--- src/hdl/i3c_lite_params.svh ---
// Widths, queue depths, CSR word map and SCL timing defaults; include wherever they are needed
`ifndef I3C_LITE_PARAMS_SVH
`define I3C_LITE_PARAMS_SVH

// CSR port geometry
`define CSR_AW 4
`define CSR_DW 32

// Queue depths, powers of two
`define CMD_DEPTH 4
`define RESP_DEPTH 4

// SCL phase counters, in system clocks
`define TIMING_W 16
`define T_LOW_RST 4
`define T_HIGH_RST 4

// CSR word addresses
`define REG_CTRL 4'h0
`define REG_T_LOW 4'h1
`define REG_T_HIGH 4'h2
`define REG_CMD_PORT 4'h3
`define REG_RESP_PORT 4'h4
`define REG_STATUS 4'h5

`endif
--- src/hdl/i3c_lite_pkg.sv ---
// CSR, descriptor and timing types of the I3C lite controller; compile before the RTL modules
`include "i3c_lite_params.svh"

package i3c_lite_pkg;

  typedef struct packed {
    logic               wr;
    logic [`CSR_AW-1:0] addr;
    logic [`CSR_DW-1:0] wdata;
  } csr_req_t;

  typedef struct packed {
    logic [`CSR_DW-1:0] rdata;
    logic               err;
  } csr_rsp_t;

  typedef enum logic [1:0] {
    ATTR_IMM_WRITE = 2'd0,
    ATTR_READ      = 2'd1
  } cmd_attr_e;

  // Write of one byte carried in the descriptor itself
  typedef struct packed {
    cmd_attr_e   attr;
    logic [3:0]  tid;
    logic [6:0]  addr;
    logic [10:0] rsvd;
    logic [7:0]  data;
  } imm_write_desc_t;

  typedef struct packed {
    cmd_attr_e   attr;
    logic [3:0]  tid;
    logic [6:0]  addr;
    logic [18:0] rsvd;
  } read_desc_t;

  // attr sits at the top of both views and selects the one to use
  typedef union packed {
    imm_write_desc_t imm;
    read_desc_t      rd;
  } cmd_desc_u;

  typedef enum logic [1:0] {
    ST_OK        = 2'd0,
    ST_ADDR_NACK = 2'd1,
    ST_DATA_NACK = 2'd2
  } resp_status_e;

  typedef struct packed {
    logic [3:0]   tid;
    resp_status_e status;
    logic [17:0]  rsvd;
    logic [7:0]   data;
  } resp_desc_t;

  typedef struct packed {
    logic [`TIMING_W-1:0] t_low;
    logic [`TIMING_W-1:0] t_high;
  } timing_t;

endpackage

--- src/hdl/i3c_lite.sv ---
// Top of the I3C/I2C lite controller; connect a CSR host port and the open-drain SCL/SDA pads
`timescale 1ns/1ps
`include "i3c_lite_params.svh"

module i3c_lite (
  input  logic                   clk_i,
  input  logic                   rst_n_i,
  input  i3c_lite_pkg::csr_req_t req_i,
  input  logic                   req_valid_i,
  output logic                   req_ready_o,
  output i3c_lite_pkg::csr_rsp_t rsp_o,
  output logic                   rsp_valid_o,
  input  logic                   rsp_ready_i,
  input  logic                   sda_i,
  output logic                   scl_en_o,
  output logic                   sda_en_o
);
  import i3c_lite_pkg::*;

  // Command queue, register block to engine
  cmd_desc_u  cmd_push_data;
  logic       cmd_push_valid;
  logic       cmd_push_ready;
  logic       cmd_empty;
  cmd_desc_u  cmd_pop_data;
  logic       cmd_pop_valid;
  logic       cmd_pop_ready;

  // Response queue, engine to register block
  resp_desc_t resp_push_data;
  logic       resp_push_valid;
  logic       resp_push_ready;
  resp_desc_t resp_pop_data;
  logic       resp_pop_valid;
  logic       resp_pop_ready;
  logic       resp_full;

  logic       eng_en;
  timing_t    eng_timing;
  logic       eng_idle;

  i3c_csr_regs u_csr_regs (
    .clk_i         (clk_i),
    .rst_n_i       (rst_n_i),
    .req_i         (req_i),
    .req_valid_i   (req_valid_i),
    .req_ready_o   (req_ready_o),
    .rsp_o         (rsp_o),
    .rsp_valid_o   (rsp_valid_o),
    .rsp_ready_i   (rsp_ready_i),
    .cmd_o         (cmd_push_data),
    .cmd_valid_o   (cmd_push_valid),
    .cmd_ready_i   (cmd_push_ready),
    .cmd_empty_i   (cmd_empty),
    .resp_i        (resp_pop_data),
    .resp_valid_i  (resp_pop_valid),
    .resp_ready_o  (resp_pop_ready),
    .resp_full_i   (resp_full),
    .en_o          (eng_en),
    .timing_o      (eng_timing),
    .engine_idle_i (eng_idle)
  );

  desc_fifo #(
    .WIDTH ($bits(cmd_desc_u)),
    .DEPTH (`CMD_DEPTH)
  ) u_cmd_fifo (
    .clk_i    (clk_i),
    .rst_n_i  (rst_n_i),
    .wdata_i  (cmd_push_data),
    .wvalid_i (cmd_push_valid),
    .wready_o (cmd_push_ready),
    .rdata_o  (cmd_pop_data),
    .rvalid_o (cmd_pop_valid),
    .rready_i (cmd_pop_ready),
    .empty_o  (cmd_empty),
    .full_o   ()
  );

  desc_fifo #(
    .WIDTH ($bits(resp_desc_t)),
    .DEPTH (`RESP_DEPTH)
  ) u_resp_fifo (
    .clk_i    (clk_i),
    .rst_n_i  (rst_n_i),
    .wdata_i  (resp_push_data),
    .wvalid_i (resp_push_valid),
    .wready_o (resp_push_ready),
    .rdata_o  (resp_pop_data),
    .rvalid_o (resp_pop_valid),
    .rready_i (resp_pop_ready),
    .empty_o  (),
    .full_o   (resp_full)
  );

  i3c_bus_engine u_bus_engine (
    .clk_i        (clk_i),
    .rst_n_i      (rst_n_i),
    .en_i         (eng_en),
    .timing_i     (eng_timing),
    .cmd_i        (cmd_pop_data),
    .cmd_valid_i  (cmd_pop_valid),
    .cmd_ready_o  (cmd_pop_ready),
    .resp_o       (resp_push_data),
    .resp_valid_o (resp_push_valid),
    .resp_ready_i (resp_push_ready),
    .idle_o       (eng_idle),
    .sda_i        (sda_i),
    .scl_en_o     (scl_en_o),
    .sda_en_o     (sda_en_o)
  );

endmodule

--- src/hdl/i3c_bus_engine.sv ---
// Bus engine of the I3C lite controller; runs one open-drain private transfer per command
`timescale 1ns/1ps
`include "i3c_lite_params.svh"

module i3c_bus_engine (
  input  logic                     clk_i,
  input  logic                     rst_n_i,
  input  logic                     en_i,
  input  i3c_lite_pkg::timing_t    timing_i,
  input  i3c_lite_pkg::cmd_desc_u  cmd_i,
  input  logic                     cmd_valid_i,
  output logic                     cmd_ready_o,
  output i3c_lite_pkg::resp_desc_t resp_o,
  output logic                     resp_valid_o,
  input  logic                     resp_ready_i,
  output logic                     idle_o,
  input  logic                     sda_i,
  output logic                     scl_en_o,
  output logic                     sda_en_o
);
  import i3c_lite_pkg::*;

  typedef enum logic [2:0] {
    S_IDLE,
    S_START,
    S_ADDR,
    S_ADDR_ACK,
    S_DATA,
    S_DATA_ACK,
    S_STOP,
    S_RESP
  } state_e;

  state_e               state_q;
  state_e               state_next;
  // Second half of a bit slot; SCL high in bit, ACK and STOP slots
  logic                 half_q;
  logic [`TIMING_W-1:0] cnt_q;
  logic [2:0]           bit_q;
  logic                 cmd_take;
  logic                 phase_end;
  logic                 sample_pt;
  logic                 bit_in;

  // Transfer payload
  logic [7:0]           shreg_q;
  logic [7:0]           wdata_q;
  logic [7:0]           rdata_q;
  logic [3:0]           tid_q;
  logic                 rnw_q;
  resp_status_e         status_q;
  logic                 sda_smp_q;

  logic                 scl_pull;
  logic                 sda_pull;
  logic                 sda_en_q;

  assign cmd_ready_o = (state_q == S_IDLE) && en_i;
  assign cmd_take    = cmd_valid_i && cmd_ready_o;
  assign phase_end   = (cnt_q == '0);
  // Middle of the SCL high phase
  assign sample_pt   = half_q && (cnt_q == (timing_i.t_high >> 1));
  assign bit_in      = sample_pt ? sda_i : sda_smp_q;

  always_comb begin
    case (state_q)
      S_START:    state_next = S_ADDR;
      S_ADDR:     state_next = (bit_q == 3'd0) ? S_ADDR_ACK : S_ADDR;
      S_ADDR_ACK: state_next = bit_in ? S_STOP : S_DATA;
      S_DATA:     state_next = (bit_q == 3'd0) ? S_DATA_ACK : S_DATA;
      S_DATA_ACK: state_next = S_STOP;
      S_STOP:     state_next = S_RESP;
      default:    state_next = state_q;
    endcase
  end

  always_ff @(posedge clk_i or negedge rst_n_i) begin
    if (!rst_n_i) begin
      state_q <= S_IDLE;
      half_q  <= 1'b0;
      cnt_q   <= '0;
      bit_q   <= 3'd7;
    end else begin
      case (state_q)
        S_IDLE: begin
          // START spends both halves with SCL high
          if (cmd_take) begin
            state_q <= S_START;
            half_q  <= 1'b0;
            cnt_q   <= timing_i.t_high - 1'b1;
            bit_q   <= 3'd7;
          end
        end
        S_RESP: begin
          if (resp_ready_i) begin
            state_q <= S_IDLE;
          end
        end
        default: begin
          if (!phase_end) begin
            cnt_q <= cnt_q - 1'b1;
          end else if (!half_q) begin
            half_q <= 1'b1;
            cnt_q  <= timing_i.t_high - 1'b1;
          end else begin
            half_q  <= 1'b0;
            cnt_q   <= timing_i.t_low - 1'b1;
            state_q <= state_next;
            // Wraps back to 7 after the last bit of a byte
            if (state_q == S_ADDR || state_q == S_DATA) begin
              bit_q <= bit_q - 1'b1;
            end
          end
        end
      endcase
    end
  end

  always_ff @(posedge clk_i) begin
    if (sample_pt) begin
      sda_smp_q <= sda_i;
    end
    if (cmd_take) begin
      status_q <= ST_OK;
      rdata_q  <= '0;
      if (cmd_i.rd.attr == ATTR_READ) begin
        rnw_q   <= 1'b1;
        tid_q   <= cmd_i.rd.tid;
        shreg_q <= {cmd_i.rd.addr, 1'b1};
        wdata_q <= '0;
      end else begin
        rnw_q   <= 1'b0;
        tid_q   <= cmd_i.imm.tid;
        shreg_q <= {cmd_i.imm.addr, 1'b0};
        wdata_q <= cmd_i.imm.data;
      end
    end else if (half_q && phase_end) begin
      case (state_q)
        S_ADDR, S_DATA: shreg_q <= {shreg_q[6:0], bit_in};
        S_ADDR_ACK: begin
          shreg_q <= wdata_q;
          if (bit_in) begin
            status_q <= ST_ADDR_NACK;
          end
        end
        S_DATA_ACK: begin
          if (rnw_q) begin
            rdata_q <= shreg_q;
          end else if (bit_in) begin
            status_q <= ST_DATA_NACK;
          end
        end
        default: ;
      endcase
    end
  end

  // Pull-downs per state; ACK slots release SDA, which NACKs a read byte
  always_comb begin
    scl_pull = 1'b0;
    sda_pull = 1'b0;
    case (state_q)
      S_START: sda_pull = half_q;
      S_ADDR: begin
        scl_pull = !half_q;
        sda_pull = !shreg_q[7];
      end
      S_DATA: begin
        scl_pull = !half_q;
        sda_pull = !rnw_q && !shreg_q[7];
      end
      S_ADDR_ACK, S_DATA_ACK: scl_pull = !half_q;
      S_STOP: begin
        scl_pull = !half_q;
        sda_pull = 1'b1;
      end
      default: ;
    endcase
  end

  // SDA trails SCL by one clock so data never moves on an SCL edge
  always_ff @(posedge clk_i or negedge rst_n_i) begin
    if (!rst_n_i) begin
      sda_en_q <= 1'b0;
    end else begin
      sda_en_q <= sda_pull;
    end
  end

  assign scl_en_o     = scl_pull;
  assign sda_en_o     = sda_en_q;
  assign idle_o       = (state_q == S_IDLE);
  assign resp_valid_o = (state_q == S_RESP);
  assign resp_o       = '{tid: tid_q, status: status_q, rsvd: '0, data: rdata_q};

endmodule

--- src/hdl/i3c_csr_regs.sv ---
// CSR block of the I3C lite controller; holds control and timing and moves queue descriptors
`timescale 1ns/1ps
`include "i3c_lite_params.svh"

module i3c_csr_regs (
  input  logic                     clk_i,
  input  logic                     rst_n_i,
  input  i3c_lite_pkg::csr_req_t   req_i,
  input  logic                     req_valid_i,
  output logic                     req_ready_o,
  output i3c_lite_pkg::csr_rsp_t   rsp_o,
  output logic                     rsp_valid_o,
  input  logic                     rsp_ready_i,
  output i3c_lite_pkg::cmd_desc_u  cmd_o,
  output logic                     cmd_valid_o,
  input  logic                     cmd_ready_i,
  input  logic                     cmd_empty_i,
  input  i3c_lite_pkg::resp_desc_t resp_i,
  input  logic                     resp_valid_i,
  output logic                     resp_ready_o,
  input  logic                     resp_full_i,
  output logic                     en_o,
  output i3c_lite_pkg::timing_t    timing_o,
  input  logic                     engine_idle_i
);
  import i3c_lite_pkg::*;

  logic               accept;
  logic               wr_acc;
  logic               rd_acc;
  logic [`CSR_DW-1:0] rd_data;
  logic               err;
  logic               en_q;
  timing_t            timing_q;
  csr_rsp_t           rsp_q;
  logic               rsp_valid_q;

  // One request in flight at a time
  assign req_ready_o = !rsp_valid_q;
  assign accept      = req_valid_i && req_ready_o;
  assign wr_acc      = accept && req_i.wr;
  assign rd_acc      = accept && !req_i.wr;

  // Command push only when the queue has room, so a full queue sees no valid
  assign cmd_o        = req_i.wdata;
  assign cmd_valid_o  = wr_acc && (req_i.addr == `REG_CMD_PORT) && cmd_ready_i;
  // Pop is harmless when the response queue is empty
  assign resp_ready_o = rd_acc && (req_i.addr == `REG_RESP_PORT);

  always_comb begin
    rd_data = '0;
    err     = 1'b0;
    case (req_i.addr)
      `REG_CTRL:   rd_data[0] = en_q;
      `REG_T_LOW:  rd_data[`TIMING_W-1:0] = timing_q.t_low;
      `REG_T_HIGH: rd_data[`TIMING_W-1:0] = timing_q.t_high;
      `REG_CMD_PORT: begin
        err = !req_i.wr || !cmd_ready_i;
      end
      `REG_RESP_PORT: begin
        err = req_i.wr || !resp_valid_i;
        if (!err) begin
          rd_data = resp_i;
        end
      end
      `REG_STATUS: begin
        err          = req_i.wr;
        rd_data[4:0] = {engine_idle_i, resp_full_i, !resp_valid_i, !cmd_ready_i, cmd_empty_i};
      end
      default: err = 1'b1;
    endcase
    // Write responses carry no data
    if (req_i.wr) begin
      rd_data = '0;
    end
  end

  always_ff @(posedge clk_i or negedge rst_n_i) begin
    if (!rst_n_i) begin
      en_q            <= 1'b0;
      timing_q.t_low  <= `TIMING_W'(`T_LOW_RST);
      timing_q.t_high <= `TIMING_W'(`T_HIGH_RST);
    end else if (wr_acc) begin
      case (req_i.addr)
        `REG_CTRL:   en_q <= req_i.wdata[0];
        `REG_T_LOW:  timing_q.t_low <= req_i.wdata[`TIMING_W-1:0];
        `REG_T_HIGH: timing_q.t_high <= req_i.wdata[`TIMING_W-1:0];
        default: ;
      endcase
    end
  end

  // Response held until the host takes it
  always_ff @(posedge clk_i or negedge rst_n_i) begin
    if (!rst_n_i) begin
      rsp_valid_q <= 1'b0;
    end else if (accept) begin
      rsp_valid_q <= 1'b1;
    end else if (rsp_ready_i) begin
      rsp_valid_q <= 1'b0;
    end
  end

  always_ff @(posedge clk_i) begin
    if (accept) begin
      rsp_q.rdata <= rd_data;
      rsp_q.err   <= err;
    end
  end

  assign rsp_o       = rsp_q;
  assign rsp_valid_o = rsp_valid_q;
  assign en_o        = en_q;
  assign timing_o    = timing_q;

endmodule

--- src/hdl/desc_fifo.sv ---
// Synchronous descriptor FIFO with valid/ready on both sides; serves as command and response queue
`timescale 1ns/1ps

module desc_fifo #(
  parameter int WIDTH = 32,
  // Power of two, at least 2
  parameter int DEPTH = 4
) (
  input  logic             clk_i,
  input  logic             rst_n_i,
  input  logic [WIDTH-1:0] wdata_i,
  input  logic             wvalid_i,
  output logic             wready_o,
  output logic [WIDTH-1:0] rdata_o,
  output logic             rvalid_o,
  input  logic             rready_i,
  output logic             empty_o,
  output logic             full_o
);
  localparam int PTR_W = $clog2(DEPTH);

  logic [WIDTH-1:0] mem [DEPTH];
  logic [PTR_W-1:0] wr_ptr;
  logic [PTR_W-1:0] rd_ptr;
  logic [PTR_W:0]   count;
  logic             push;
  logic             pop;

  assign full_o   = (count == (PTR_W + 1)'(DEPTH));
  assign empty_o  = (count == '0);
  assign wready_o = !full_o;
  assign rvalid_o = !empty_o;
  assign push     = wvalid_i && wready_o;
  assign pop      = rready_i && rvalid_o;
  assign rdata_o  = mem[rd_ptr];

  // Pointers wrap on their own since DEPTH is a power of two
  always_ff @(posedge clk_i or negedge rst_n_i) begin
    if (!rst_n_i) begin
      wr_ptr <= '0;
      rd_ptr <= '0;
      count  <= '0;
    end else begin
      if (push) begin
        wr_ptr <= wr_ptr + 1'b1;
      end
      if (pop) begin
        rd_ptr <= rd_ptr + 1'b1;
      end
      count <= count + {{PTR_W{1'b0}}, push} - {{PTR_W{1'b0}}, pop};
    end
  end

  always_ff @(posedge clk_i) begin
    if (push) begin
      mem[wr_ptr] <= wdata_i;
    end
  end

endmodule

--- config.mk ---
export PLATFORM = sky130hd
export DESIGN_NAME = i3c_lite
export DESIGN_NICKNAME = d
export VERILOG_FILES = /design/src/hdl/i3c_lite_pkg.sv /design/src/hdl/i3c_lite.sv /design/src/hdl/i3c_bus_engine.sv /design/src/hdl/i3c_csr_regs.sv /design/src/hdl/desc_fifo.sv
export VERILOG_INCLUDE_DIRS = /design/src /design/src/hdl
export SDC_FILE = /design/constraint.sdc
export NUM_CORES = 1
export LEC_CHECK = 0
export BUFFER_PORTS_ARGS = -buffer_cell sky130_fd_sc_hd__buf_2
export CELL_PAD_IN_SITES_DETAIL_PLACEMENT = 2
export CELL_PAD_IN_SITES_GLOBAL_PLACEMENT = 2
export CORE_AREA = 2 2 164 166
export DETAILED_ROUTE_END_ITERATION = 7
export DIE_AREA = 0 0 166 168
export GPL_TIMING_DRIVEN = 0
export MAX_ROUTING_LAYER = met4
export PLACE_DENSITY_LB_ADDON = 0.1
export REMOVE_ABC_BUFFERS = 1
export SLEW_MARGIN = 20
export SYNTH_ARGS = -nofsm -noshare
export SYNTH_HDL_FRONTEND = slang
export SYNTH_SLANG_ARGS = --single-unit
--- constraint.sdc ---
create_clock -name clk_i -period 9.4 [get_ports clk_i]
set_clock_uncertainty 0.1 [all_clocks]
set_input_delay 0.94 -clock clk_i [delete_from_list [all_inputs] [get_ports clk_i]]
set_output_delay 0.94 -clock clk_i [all_outputs]
set_load 0.02 [all_outputs]
* Word level (Yosys, flattened, before mapping)
Memories as Yosys holds them, arrays and structs flattened.
Cells that the tools add are included.
** Word-level totals
- Register bits after elaboration :: 137
- Latch bits :: 0
- RAM bits :: 184
- ROM bits :: 0
- Bits of input ports :: 42
- Output and inout port bits :: 37
- Logic and storage cells :: 163
- Memories :: 2
** Memories
- u_cmd_fifo.mem :: words 4, bits a word 32, read ports 1, clocked after memory_dff 0, wr ports 1, RTL line desc_fifo.sv:22 : logic [WIDTH-1:0] mem [DEPTH];
- u_resp_fifo.mem :: words 4, bits a word 14, read ports 1, clocked after memory_dff 0, wr ports 1, RTL line desc_fifo.sv:22
** Operators by class
- Add/sub/neg operators :: 12
- $mul :: 0
- Div/mod/pow operators :: 0
- $lt $le $gt $ge :: 0
- Eq/ne operators :: 21
- Shift-type cells :: 0
- Mux-type cells :: 45
- Bitwise operators :: 2
- Reductions and logical operators :: 56
** Operators by type and width (count)
- 2-to-1 mux 16 bit :: 4
- subtractor 16 x 1 -> 16 bit, second input constant :: 3
- case mux 11 bit (3 select lines) :: 1
- case mux 16 bit (2 select lines) :: 1
- 2-to-1 mux 3 bit :: 8
- equality test 3 bit, second input constant :: 6
- case mux 3 bit (6 select lines) :: 1
- equality test 16 x 15 -> 1 bit :: 1
- logical NOT 16 bit :: 1
- 2-to-1 mux 8 bit :: 2
- case mux 4 bit (4 select lines) :: 1
- case mux 8 bit (2 select lines) :: 1
- 2-to-1 mux 1 bit :: 15
- AND reduction 5 bit :: 3
- logical AND 1 bit :: 14
- logical NOT 3 bit :: 4
- case mux 3 bit (2 select lines) :: 2
- nonzero test 2 bit :: 6
- AND reduction 2 bit :: 5
- logical NOT 1 bit :: 9
- nonzero test 3 bit :: 3
- adder 2 x 1 -> 2 bit, second input constant :: 4
- equality test 4 x 2 -> 1 bit, second input constant :: 2
- equality test 4 x 3 -> 1 bit, second input constant :: 2
- 22 further kinds :: 37

* Logic depth before layout (Yosys ltp)
Gate-level depths: netlist (run 1).
- Word-level depth :: 8
- Depth in mapped cells :: 13
- Gate-level depth less buffers :: 8

* Modules after synthesis
A second synthesis (run 1) with hierarchy kept.
** Second synthesis, totals
- Cells, all modules :: 1154
- Area, all modules :: 17619.4 µm²
** By module, submodules not included
- desc_fifo :: times used 2, cells an instance 212, area an instance 5094.9 µm², sequential area each 4018.9 µm²
- i3c_bus_engine :: times used 1, cells an instance 449, area an instance 3955.0 µm², sequential area each 1455.1 µm²
- i3c_csr_regs :: times used 1, cells an instance 281, area an instance 3474.6 µm², sequential area each 1844.3 µm²

* Least setup slack after synthesis (run 1)
Ideal clock, no wire load.
- Path kind :: input-to-reg
- Start :: input port req_valid_i
- End :: memory u_cmd_fifo.mem[0][0] (enable)
- Library setup time :: 379 ps
- Arrival time :: 3258 ps
- Required time :: 8921 ps
- Slack :: 5663 ps
- Cell stages on the path :: 4
- Path buffers :: 0
- Cell sequence :: nor2b_1 nand3_1 nor2_1 and2_1
** Between the ends
- Word-level cells in the longest chain between the ends :: 7
** Ends and longest elaborated chain
- start, declared :: RTL line i3c_lite.sv:9 : input logic req_valid_i,
- logical AND 1 bit :: RTL line i3c_csr_regs.sv:40 : assign accept = req_valid_i && req_ready_o;
- logical AND 1 bit :: RTL line i3c_csr_regs.sv:41 : assign wr_acc = accept && req_i.wr;
- logical AND 1 bit (2 in a row) :: RTL line i3c_csr_regs.sv:46 : assign cmd_valid_o = wr_acc && (req_i.addr == `REG_CMD_PORT) && cmd_ready_i;
- logical AND 1 bit :: RTL line desc_fifo.sv:33 : assign push = wvalid_i && wready_o;
- via u_cmd_fifo.push :: RTL line desc_fifo.sv:26 : logic push;
- 2-to-1 mux 1 bit :: RTL line desc_fifo.sv:55 : if (push) begin
- 2-to-1 mux 1 bit (not written as such) :: RTL line desc_fifo.sv:56 : mem[wr_ptr] <= wdata_i;
- end, declared :: RTL line desc_fifo.sv:22
The timed path passes the listed nets, and every way through them passes these cells.

* Final worst setup path (run 1)
- Start :: register u_bus_engine.state_q[2]
- End :: register u_cmd_fifo.count[2]
** Between the ends
- Word-level cells in the longest chain between the ends :: 4
** Ends and longest elaborated chain
- start, declared :: RTL line i3c_bus_engine.sv:34 : state_e state_q;
- start signal, assigned :: RTL line i3c_bus_engine.sv:108 : state_q <= state_next;
- logical NOT 3 bit :: RTL line i3c_bus_engine.sv:58 : assign cmd_ready_o = (state_q == S_IDLE) && en_i;
- logical AND 1 bit :: RTL line i3c_bus_engine.sv:58
- logical AND 1 bit :: RTL line desc_fifo.sv:34 : assign pop = rready_i && rvalid_o;
- subtractor 3 x 1 -> 3 bit :: RTL line desc_fifo.sv:50 : count <= count + {{PTR_W{1'b0}}, push} - {{PTR_W{1'b0}}, pop};
- end signal, assigned :: RTL line desc_fifo.sv:50
- end, declared :: RTL line desc_fifo.sv:25 : logic [PTR_W:0] count;
No other way between the ends.
A chain may end at the register's enable or synchronous reset.

==> impl_summary.md, run 1 <==
Status
The run finished with clean final reports.

Yosys
The part of the Yosys area used for sequential elements is 0.624. Counting flops with a built-in enable in the synthesized netlist gives 184. The cell count after synthesis came out at 889. The synthesized area per cell is 13.6 um^2. The synthesized design spends more area on one cell type than any other, namely edfxtp_1. After synthesis, the share of flip-flops with an asynchronous set or reset is 0.270. During synthesis, Yosys emitted a total of 0 warnings. The number of flip-flops and latches in the synthesized netlist is 267. After synthesis, the cell types taking the most area are edfxtp_1 46%, dfrtp_1 14%, mux4_2 6.1%. The dominant synthesized flop cell is edfxtp_1. The number of library cell types mapped by synthesis is 68. The synthesized cell area is 12100 um^2. Of the post-synthesis cell area, the dominant cell type holds 0.456.

GRT
The number of antenna violations at the first check in global routing is 1. Entering global routing, the biggest net connects 43 pins. The wire length of the first global-routing pass is 56700 um. The total global-route track usage is 0.278. The sum of overflow across all layers after global routing is 0. The number of global-route vias before repair is 8822.

Die
The initial utilization of the core area, before any placement, comes to 0.460. The floorplan die width is 166 um. The die is 168 um tall. The number of I/O pins is 79. The placeable core region is 26400 um^2. The cell row count is 60. The die area is 27900 um^2.

Pwr
The power per cell area is 263 nW/um^2. Summing internal, switching and leakage power gives 3.60 mW. The peak ir drop on the vdd network is 200 uV. The analysis attributes to cell leakage a power of 5.11 nW.

STA
The number of hold violations in the final report is 0. Headroom to the max-slew limit came out at 0.278. The setup TNS is 0 ns. The slew at the pin with the worst max-slew slack is 1.08 ns. The maximum clock frequency is 254 MHz.

Setup repair after global routing left no endpoint under its margin. The final period utilization is 0.419. The count of pins over their slew limit is 0. The worst path needs 3.94 ns of the cycle, external delays included. Setup violations remaining at the end of the flow were counted as 0.

Final layout
From synthesis to final layout, the design area changed by 13.1%. The total of fill cells in the finished design is 2469. In the layout the commonest cells are 184 x edfxtp_1, 66 x buf_2, 65 x dfrtp_1, 59 x nor2_1, 47 x nand2_1. The library cell used most frequently in the layout, excluding fill and tap cells, is edfxtp_1. The sequential cells in the finished layout cover a total of 7560 um^2. The fraction of final layout cells sized beyond drive strength 1 is 0.214. In the final layout, the multi-input gates occupy 4250 um^2.

The number of nets in the final layout is 1001.

Critical path
The worst endpoint required time is 9.75 ns. The start-to-end type of the worst setup path is register to register. The worst setup path is captured at a register.

The startpoint of the lowest-slack register-to-register path is u_bus_engine.state_q[2]$_DFFE_PN0P_. For the worst flop-to-flop path, the logic depth is 8. In this run the worst path has a maximum fanout of 42. The worst path arrival time is 4.29 ns.

Setup slack on the worst reg-to-reg path comes out at 5.46 ns. The kind of start point of the critical path is a register. In this run the critical register-to-register path is captured at u_cmd_fifo.count[2]$_DFF_PN0_.

Worst hold path
The worst min-delay path class is input port to async pin.

Routing
The via-per-instance ratio is 6.00. The via count is 7822. In the final routed layout, each cell accounts on average for 28.3 um. The post-detailed-routing wire length is 36900 um. The number of DRC markers after the initial detailed-route iteration is 603. For this run, design rule violations remaining after detail routing come to 0. The count of nets left with antenna violations once routing finished came out at 0. The number of detailed-route iterations in the first pass is 5.

CTS
Counting along the longest clock path gives a buffer depth of 3. The buffer count from post-CTS setup fixing is 0. The number of buffers created by CTS is 29. The cell sitting at the root of the clock tree is a clkbuf_16. For the worst-skew pair, the clock arrives at the later sink with an insertion delay of 0.56 ns. The number of gates given a new drive strength after cts is 0. The CTS tree is built. The depth of the CTS H-tree is 1. The number of clock sinks is 267. After clock tree synthesis, the clock-pin slew on the worst setup and hold paths is 0.06 ns.

The number of hold buffers added after CTS was 0.

Placement
The count of input and output buffers is 65. After legalization and detailed placement, the total HPWL measured 25800 um. The weighted congestion reported at the end of routability-driven placement is 0.921.

Run
Max-cap violations in this run came to 0.
## stage by stage
step / utilization / hold slack (ns) / instance area (um^2) / setup slack [ns] / instances
6_report: 0.520 / 0.282 / 13700 / 5.46 / 1304
5_1_grt: 0.520 / 0.297 / 13700 / 5.29 / 1304
4_1_cts: 0.519 / 0.293 / 13700 / 5.48 / 1303
3_5_place_dp: 0.484 / 0.409 / 12700 / 5.46 / 1249
3_3_place_gp: 0.478 / 0.373 / 12600 / 4.25 / 1242
2_1_floorplan: - / 0.359 / 11900 / 5.66 / 836
## worst max path at each step
stage | startpoint | endpoint | slack (ns) | depth (start not counted)
after floorplan | req_valid_i | u_cmd_fifo.mem[0][0]$_DFFE_PP_ | 5.66 | 4
after global placement | req_valid_i | u_cmd_fifo.mem[0][29]$_DFFE_PP_ | 4.25 | 5
after detailed placement | u_bus_engine.state_q[2]$_DFFE_PN0P_ | u_cmd_fifo.count[2]$_DFF_PN0_ | 5.46 | 8
after CTS | u_bus_engine.state_q[2]$_DFFE_PN0P_ | u_cmd_fifo.count[2]$_DFF_PN0_ | 5.48 | 8
after global routing | u_bus_engine.state_q[2]$_DFFE_PN0P_ | u_cmd_fifo.count[2]$_DFF_PN0_ | 5.29 | 8
final | u_bus_engine.state_q[2]$_DFFE_PN0P_ | u_cmd_fifo.count[2]$_DFF_PN0_ | 5.46 | 8
## final cells by class
| class | instances | share of cell area |
|---|---|---|
| sequential | 267 | 0.552 |
| multi-input combinational | 542 | 0.311 |
| clock buffer | 42 | 0.0595 |
| tap | 341 | 0.0311 |
| timing repair buffer | 72 | 0.0310 |
| clock inverter | 12 | 0.00877 |
| inverter | 27 | 0.00740 |
| antenna | 1 | 0.000183 |
## layer usage
layer,vias up,track usage,wire [um]
met5,-,-,0
met4,0,0.0790,1090
met3,74,0.0303,1530
met2,229,0.479,19000
met1,4104,0.351,15300
li1,3415,-,-
## worst max-delay path, cell delays in order (launching register included)
cell	delay [ns]
dfrtp_1	0.60
or3_1	0.67
or2_1	0.50
inv_2	0.77
ha_1	0.23
inv_1	0.05
ha_1	0.20
fa_1	0.41
xnor2_1	0.25
## power breakdown
group / switching [mW] / total (mW) / leakage, nW / internal [mW]
Sequential: 0.236 / 1.63 / 2.69 / 1.40
Clock: 0.469 / 1.12 / 0.452 / 0.656
Combinational: 0.479 / 0.841 / 1.97 / 0.362
## logic make-up after synthesis
kind of cell / Yosys count / share of synthesized area
compound gates: 131 / 0.0709
mux: 81 / 0.104
fa+ha+maj: 20 / 0.0219
simple gates: 242 / 0.105
buf+inv: 89 / 0.0323
flops: 267 / 0.624
xor+xnor: 58 / 0.0419
other cells: 1 / 0.000310
## state kept, by name (all words and copies together), names as in the netlist, 3 cells and up
register and cells:
u_bus_engine.cnt_q 16, u_bus_engine.shreg_q 8, u_cmd_fifo.count 3, u_bus_engine.bit_q 3, u_bus_engine.state_q 3, u_csr_regs.rsp_o 23, u_bus_engine.wdata_q 8, u_csr_regs.timing_o 32
u_resp_fifo.mem 56, u_bus_engine.tid_q 4, u_cmd_fifo.mem 84, u_bus_engine.rdata_q 8, u_resp_fifo.count 3
## cell usage after synthesis (all sizes together) (4+ instances only)
cell type and n:
a222oi 4, a21oi 25, nor3 28, nand3 14, inv 27, nor4 15, a31oi 6, o21ai 36
mux4 33, or3 8, clkbuf 37, edfxtp 184, nand4 13, mux2 32, ha 18, and3 7
dfxtp 11, o211ai 5, xor2 35, and2 15, nor2b 13, dfstp 5, a211oi 6, nor2 60
xnor2 23, mux2i 16, a32oi 5, a22oi 11, o22ai 7, nand2 47, buf 25, nand2b 9
dfrtp 67
Note: power is estimated with default switching activity, not from simulation.
==> inputs of run 2 (changes only) <==
Settings changed: CORE_AREA 2 2 164 166 to 2 2 171 173, DIE_AREA 0 0 166 168 to 0 0 173 175.
Clock period 9.4 ns to 3.9 ns, I/O delays scaled along.
==> impl_summary.md, run 2 (synthesis gave the netlist of run 1 again) <==
Status
The run finished with clean final reports.

STA
The clock period minus worst slack came to 3.60 ns (-0.337 ns). The final period utilization came to 0.923 (+0.504). The count of pins over their slew limit was 0 (unchanged).

The number of hold violations in the final report was 0 (unchanged). The maximum clock frequency came to 278 MHz (+9.4%). The worst slew margin relative to its limit is 0.291 (+0.0134). The setup TNS was 0 ns (unchanged). The slew at the pin with the worst max-slew slack is 1.06 ns (-0.0200 ns). Setup repair after global routing left no endpoint under its margin. The number of failing setup endpoints in the final timing report is 0 (unchanged).

GRT
The number of global-route vias before repair is 8832 (+0.11%). The sum of overflow across all layers after global routing is 0 (unchanged). The wire length of the first global-routing pass is 55300 um (-2.5%). The number of antenna violations at the first check in global routing is 0 (-1).

The pin count of the biggest net entering global routing was 46 (+7.0%). The total global-route track usage was 0.246 (-0.0314).

CTS
The depth of the CTS H-tree came to 1 (unchanged). The cell sitting at the root of the clock tree is a clkbuf_16. TritonCTS built the clock tree. The number of buffers created by CTS is 28 (-3.4%). The number of clock sinks is 267 (unchanged).

The clock latency on the worst-skew pair is 0.58 ns (+0.02 ns). The buffer count from post-CTS setup fixing is 0 (unchanged). The clock-pin slew of the registers on the worst-case setup and hold paths is 0.06 ns (about the same). The number of buffers on the longest clock path was 3 (unchanged).

Routing
The DRC violation count after routing is 0 (unchanged). The post-detailed-routing wire length is 35600 um (-3.6%). The number of DRC markers after the initial detailed-route iteration came to 509 (-16%). The via count is 7851 (+0.37%). The via-per-instance ratio is 5.71 (-4.9%). The residual antenna-violating net count after detailed routing came to 0 (unchanged). The number of detailed-route iterations in the first pass is 7 (+2). The wire length per cell after detailed routing is 25.9 um (-8.7%).

Die
The number of I/O pins is 79 (unchanged). The cell row count is 62 (+3.3%). The floorplan die width came to 173 um (+4.2%). The starting density of the core came to 0.427 (-0.0331). The placeable core region came to 28400 um^2 (+7.7%). The die area is 30300 um^2 (+8.6%). The die span in y was 175 um (+4.2%).

Final layout
The number of flip-flops under the largest register name came to 84 (unchanged). The post-route cell area is 14200 um^2 (+3.3%). The number of nets in the final layout is 1032 (+3.1%). More flip-flops sit in one register than any other, and that register is u_cmd_fifo.mem. The top cell types in the final layout, fill and taps aside, are 184 x edfxtp_1, 67 x buf_2, 64 x dfrtp_1, 59 x nor2_1, 47 x nand2_1.

Compared with the post-synthesis result, the final layout area differs by 16.9%. The count of antenna diodes in the layout came to 0 (-1). The commonest non-fill, non-tap cell in the layout is edfxtp_1. The final cell count without fillers is 1376 (+5.5%). The fraction of final layout cells sized beyond drive strength 1 came to 0.219 (+0.00461).

Critical path
The worst endpoint required time is 4.24 ns (-5.51 ns). The register-to-register setup slack came to 0.30 ns (-5.16 ns). The worst path arrival time came to 3.94 ns (-0.35 ns). In this run the critical register-to-register path is launched from u_bus_engine.state_q[2]$_DFFE_PN0P_. The worst setup path is launched from a register. The maximum fanout along the worst path was 42 (unchanged). The capture point of the worst reg-to-reg path is u_cmd_fifo.count[2]$_DFF_PN0_. The depth of the most critical reg-to-reg path is 8 (unchanged). In this run the worst setup path begins at u_bus_engine.state_q[2]$_DFFE_PN0P_. The kind of end point of the critical path is a register. The start-to-end type of the worst setup path is register to register. The critical path ends at u_cmd_fifo.count[2]$_DFF_PN0_.

Placement
The post-placement cell area is 12800 um^2 (+0.53%). The placed wire-length estimate is 23800 um (-7.5%). The count of input and output buffers is 65 (unchanged). The cell total after placement is 1293 (+3.5%). The weighted congestion reported at the end of routability-driven placement is 0.916 (-0.52%).

Pwr
The sequential share of power was 0.445 (-0.009). The power per cell area came to 625 nW/um^2 (+140%). The part of the total power dissipated in the clock network was 0.326 (+0.014).

The cell leakage power is 5.29 nW (+3.5%). The internal power contribution is 5.99 mW (+150%). The peak ir drop on the vdd network is 433 uV (+120%). The part of the power in combinational logic is 0.229 (-0.005). The switching fraction of total power is 0.323 (-0.00600).

The reported net switching power was 2.86 mW (+140%).

Run
The number of max-cap violations was 0 (unchanged).

Worst hold path
The worst min-delay path class is input port to register.
-- run 2: changes by cell type in the layout (fill, tap and decap cells not counted), sizes merged --
cell         change
buf              +1
bufinv           +2
clkbuf           -2
clkinv           -3
diode            -1
dlygate4sd3     +31
inv              +1
-- run 2: cell type report --
cell class | instances | area (um^2)
timing repair buffer | 104 | 743
multi-input combinational | 542 | 4260
fill | 2721 | 14200
clock inverter | 12 | 195
inverter | 27 | 104
tap | 384 | 480
sequential | 267 | 7560
clock buffer | 40 | 816
-- run 2: worst max-delay path, cell delays in order (launching register included) --
cell and delay, ns:
dfrtp_1 0.61, or3_1 0.69, or2_1 0.50, inv_4 0.49
ha_1 0.22, inv_1 0.05, ha_1 0.19, fa_1 0.40
xnor2_1 0.24
-- run 2: metrics by stage --
step	hold slack (ns)	total power, mW	utilization	worst slack [ns]
after global placement	0.374	5.76	0.446	-0.848
after CTS	0.120	8.93	0.498	0.261
after floorplan	-0.00559	5.12	-	0.628
final	0.142	8.85	0.499	0.301
after detailed placement	0.266	5.96	0.451	0.0472
after global routing	0.136	9.25	0.499	0.141
-- run 2: layer usage --
layer  part of all wire  wire, um  vias up  track usage
met5                  0         0        -            -
met1               0.44     15600     4154        0.323
met4              0.012       443        0       0.0459
met3              0.041      1460       33       0.0276
met2               0.51     18100      189        0.420
li1                   -         -     3475            -
-- run 2: repair_timing --
item / 4_1_cts / 5_1_grt
resized for setup: 2 / 0
endpoints found under the hold margin: 124 / 0
setup endpoints to repair: 1 / 0
hold buffers: 31 / 0
-- run 2: how the worst min path moves through the flow --
| stage | start | to | slack [ns] | cells after the start |
|---|---|---|---|---|
| global route | sda_i | u_bus_engine.sda_smp_q$_DFF_P_ | 0.14 | 2 |
| floorplan | rst_n_i | u_bus_engine.cnt_q[0]$_DFFE_PN0P_ | -0.006 | 0 |
| finish | sda_i | u_bus_engine.sda_smp_q$_DFF_P_ | 0.14 | 2 |
| global placement | u_bus_engine.rdata_q[7]$_SDFFE_PP0P_ | u_resp_fifo.mem[1][7]$_DFFE_PP_ | 0.37 | 0 |
| CTS | sda_i | u_bus_engine.sda_smp_q$_DFF_P_ | 0.12 | 2 |
| detailed placement | rst_n_i | u_resp_fifo.rd_ptr[0]$_DFFE_PN0P_ | 0.27 | 1 |
-- run 2: power groups by stage --
stage / Sequential (mW) / Clock, mW / Combinational, mW
finish: 3.94 / 2.89 / 2.02
global route: 3.99 / 3.04 / 2.22
CTS: 3.93 / 2.95 / 2.05
detailed placement: 3.98 / 0 / 1.98
global placement: 3.99 / 0 / 1.77
floorplan: 3.82 / 0 / 1.30
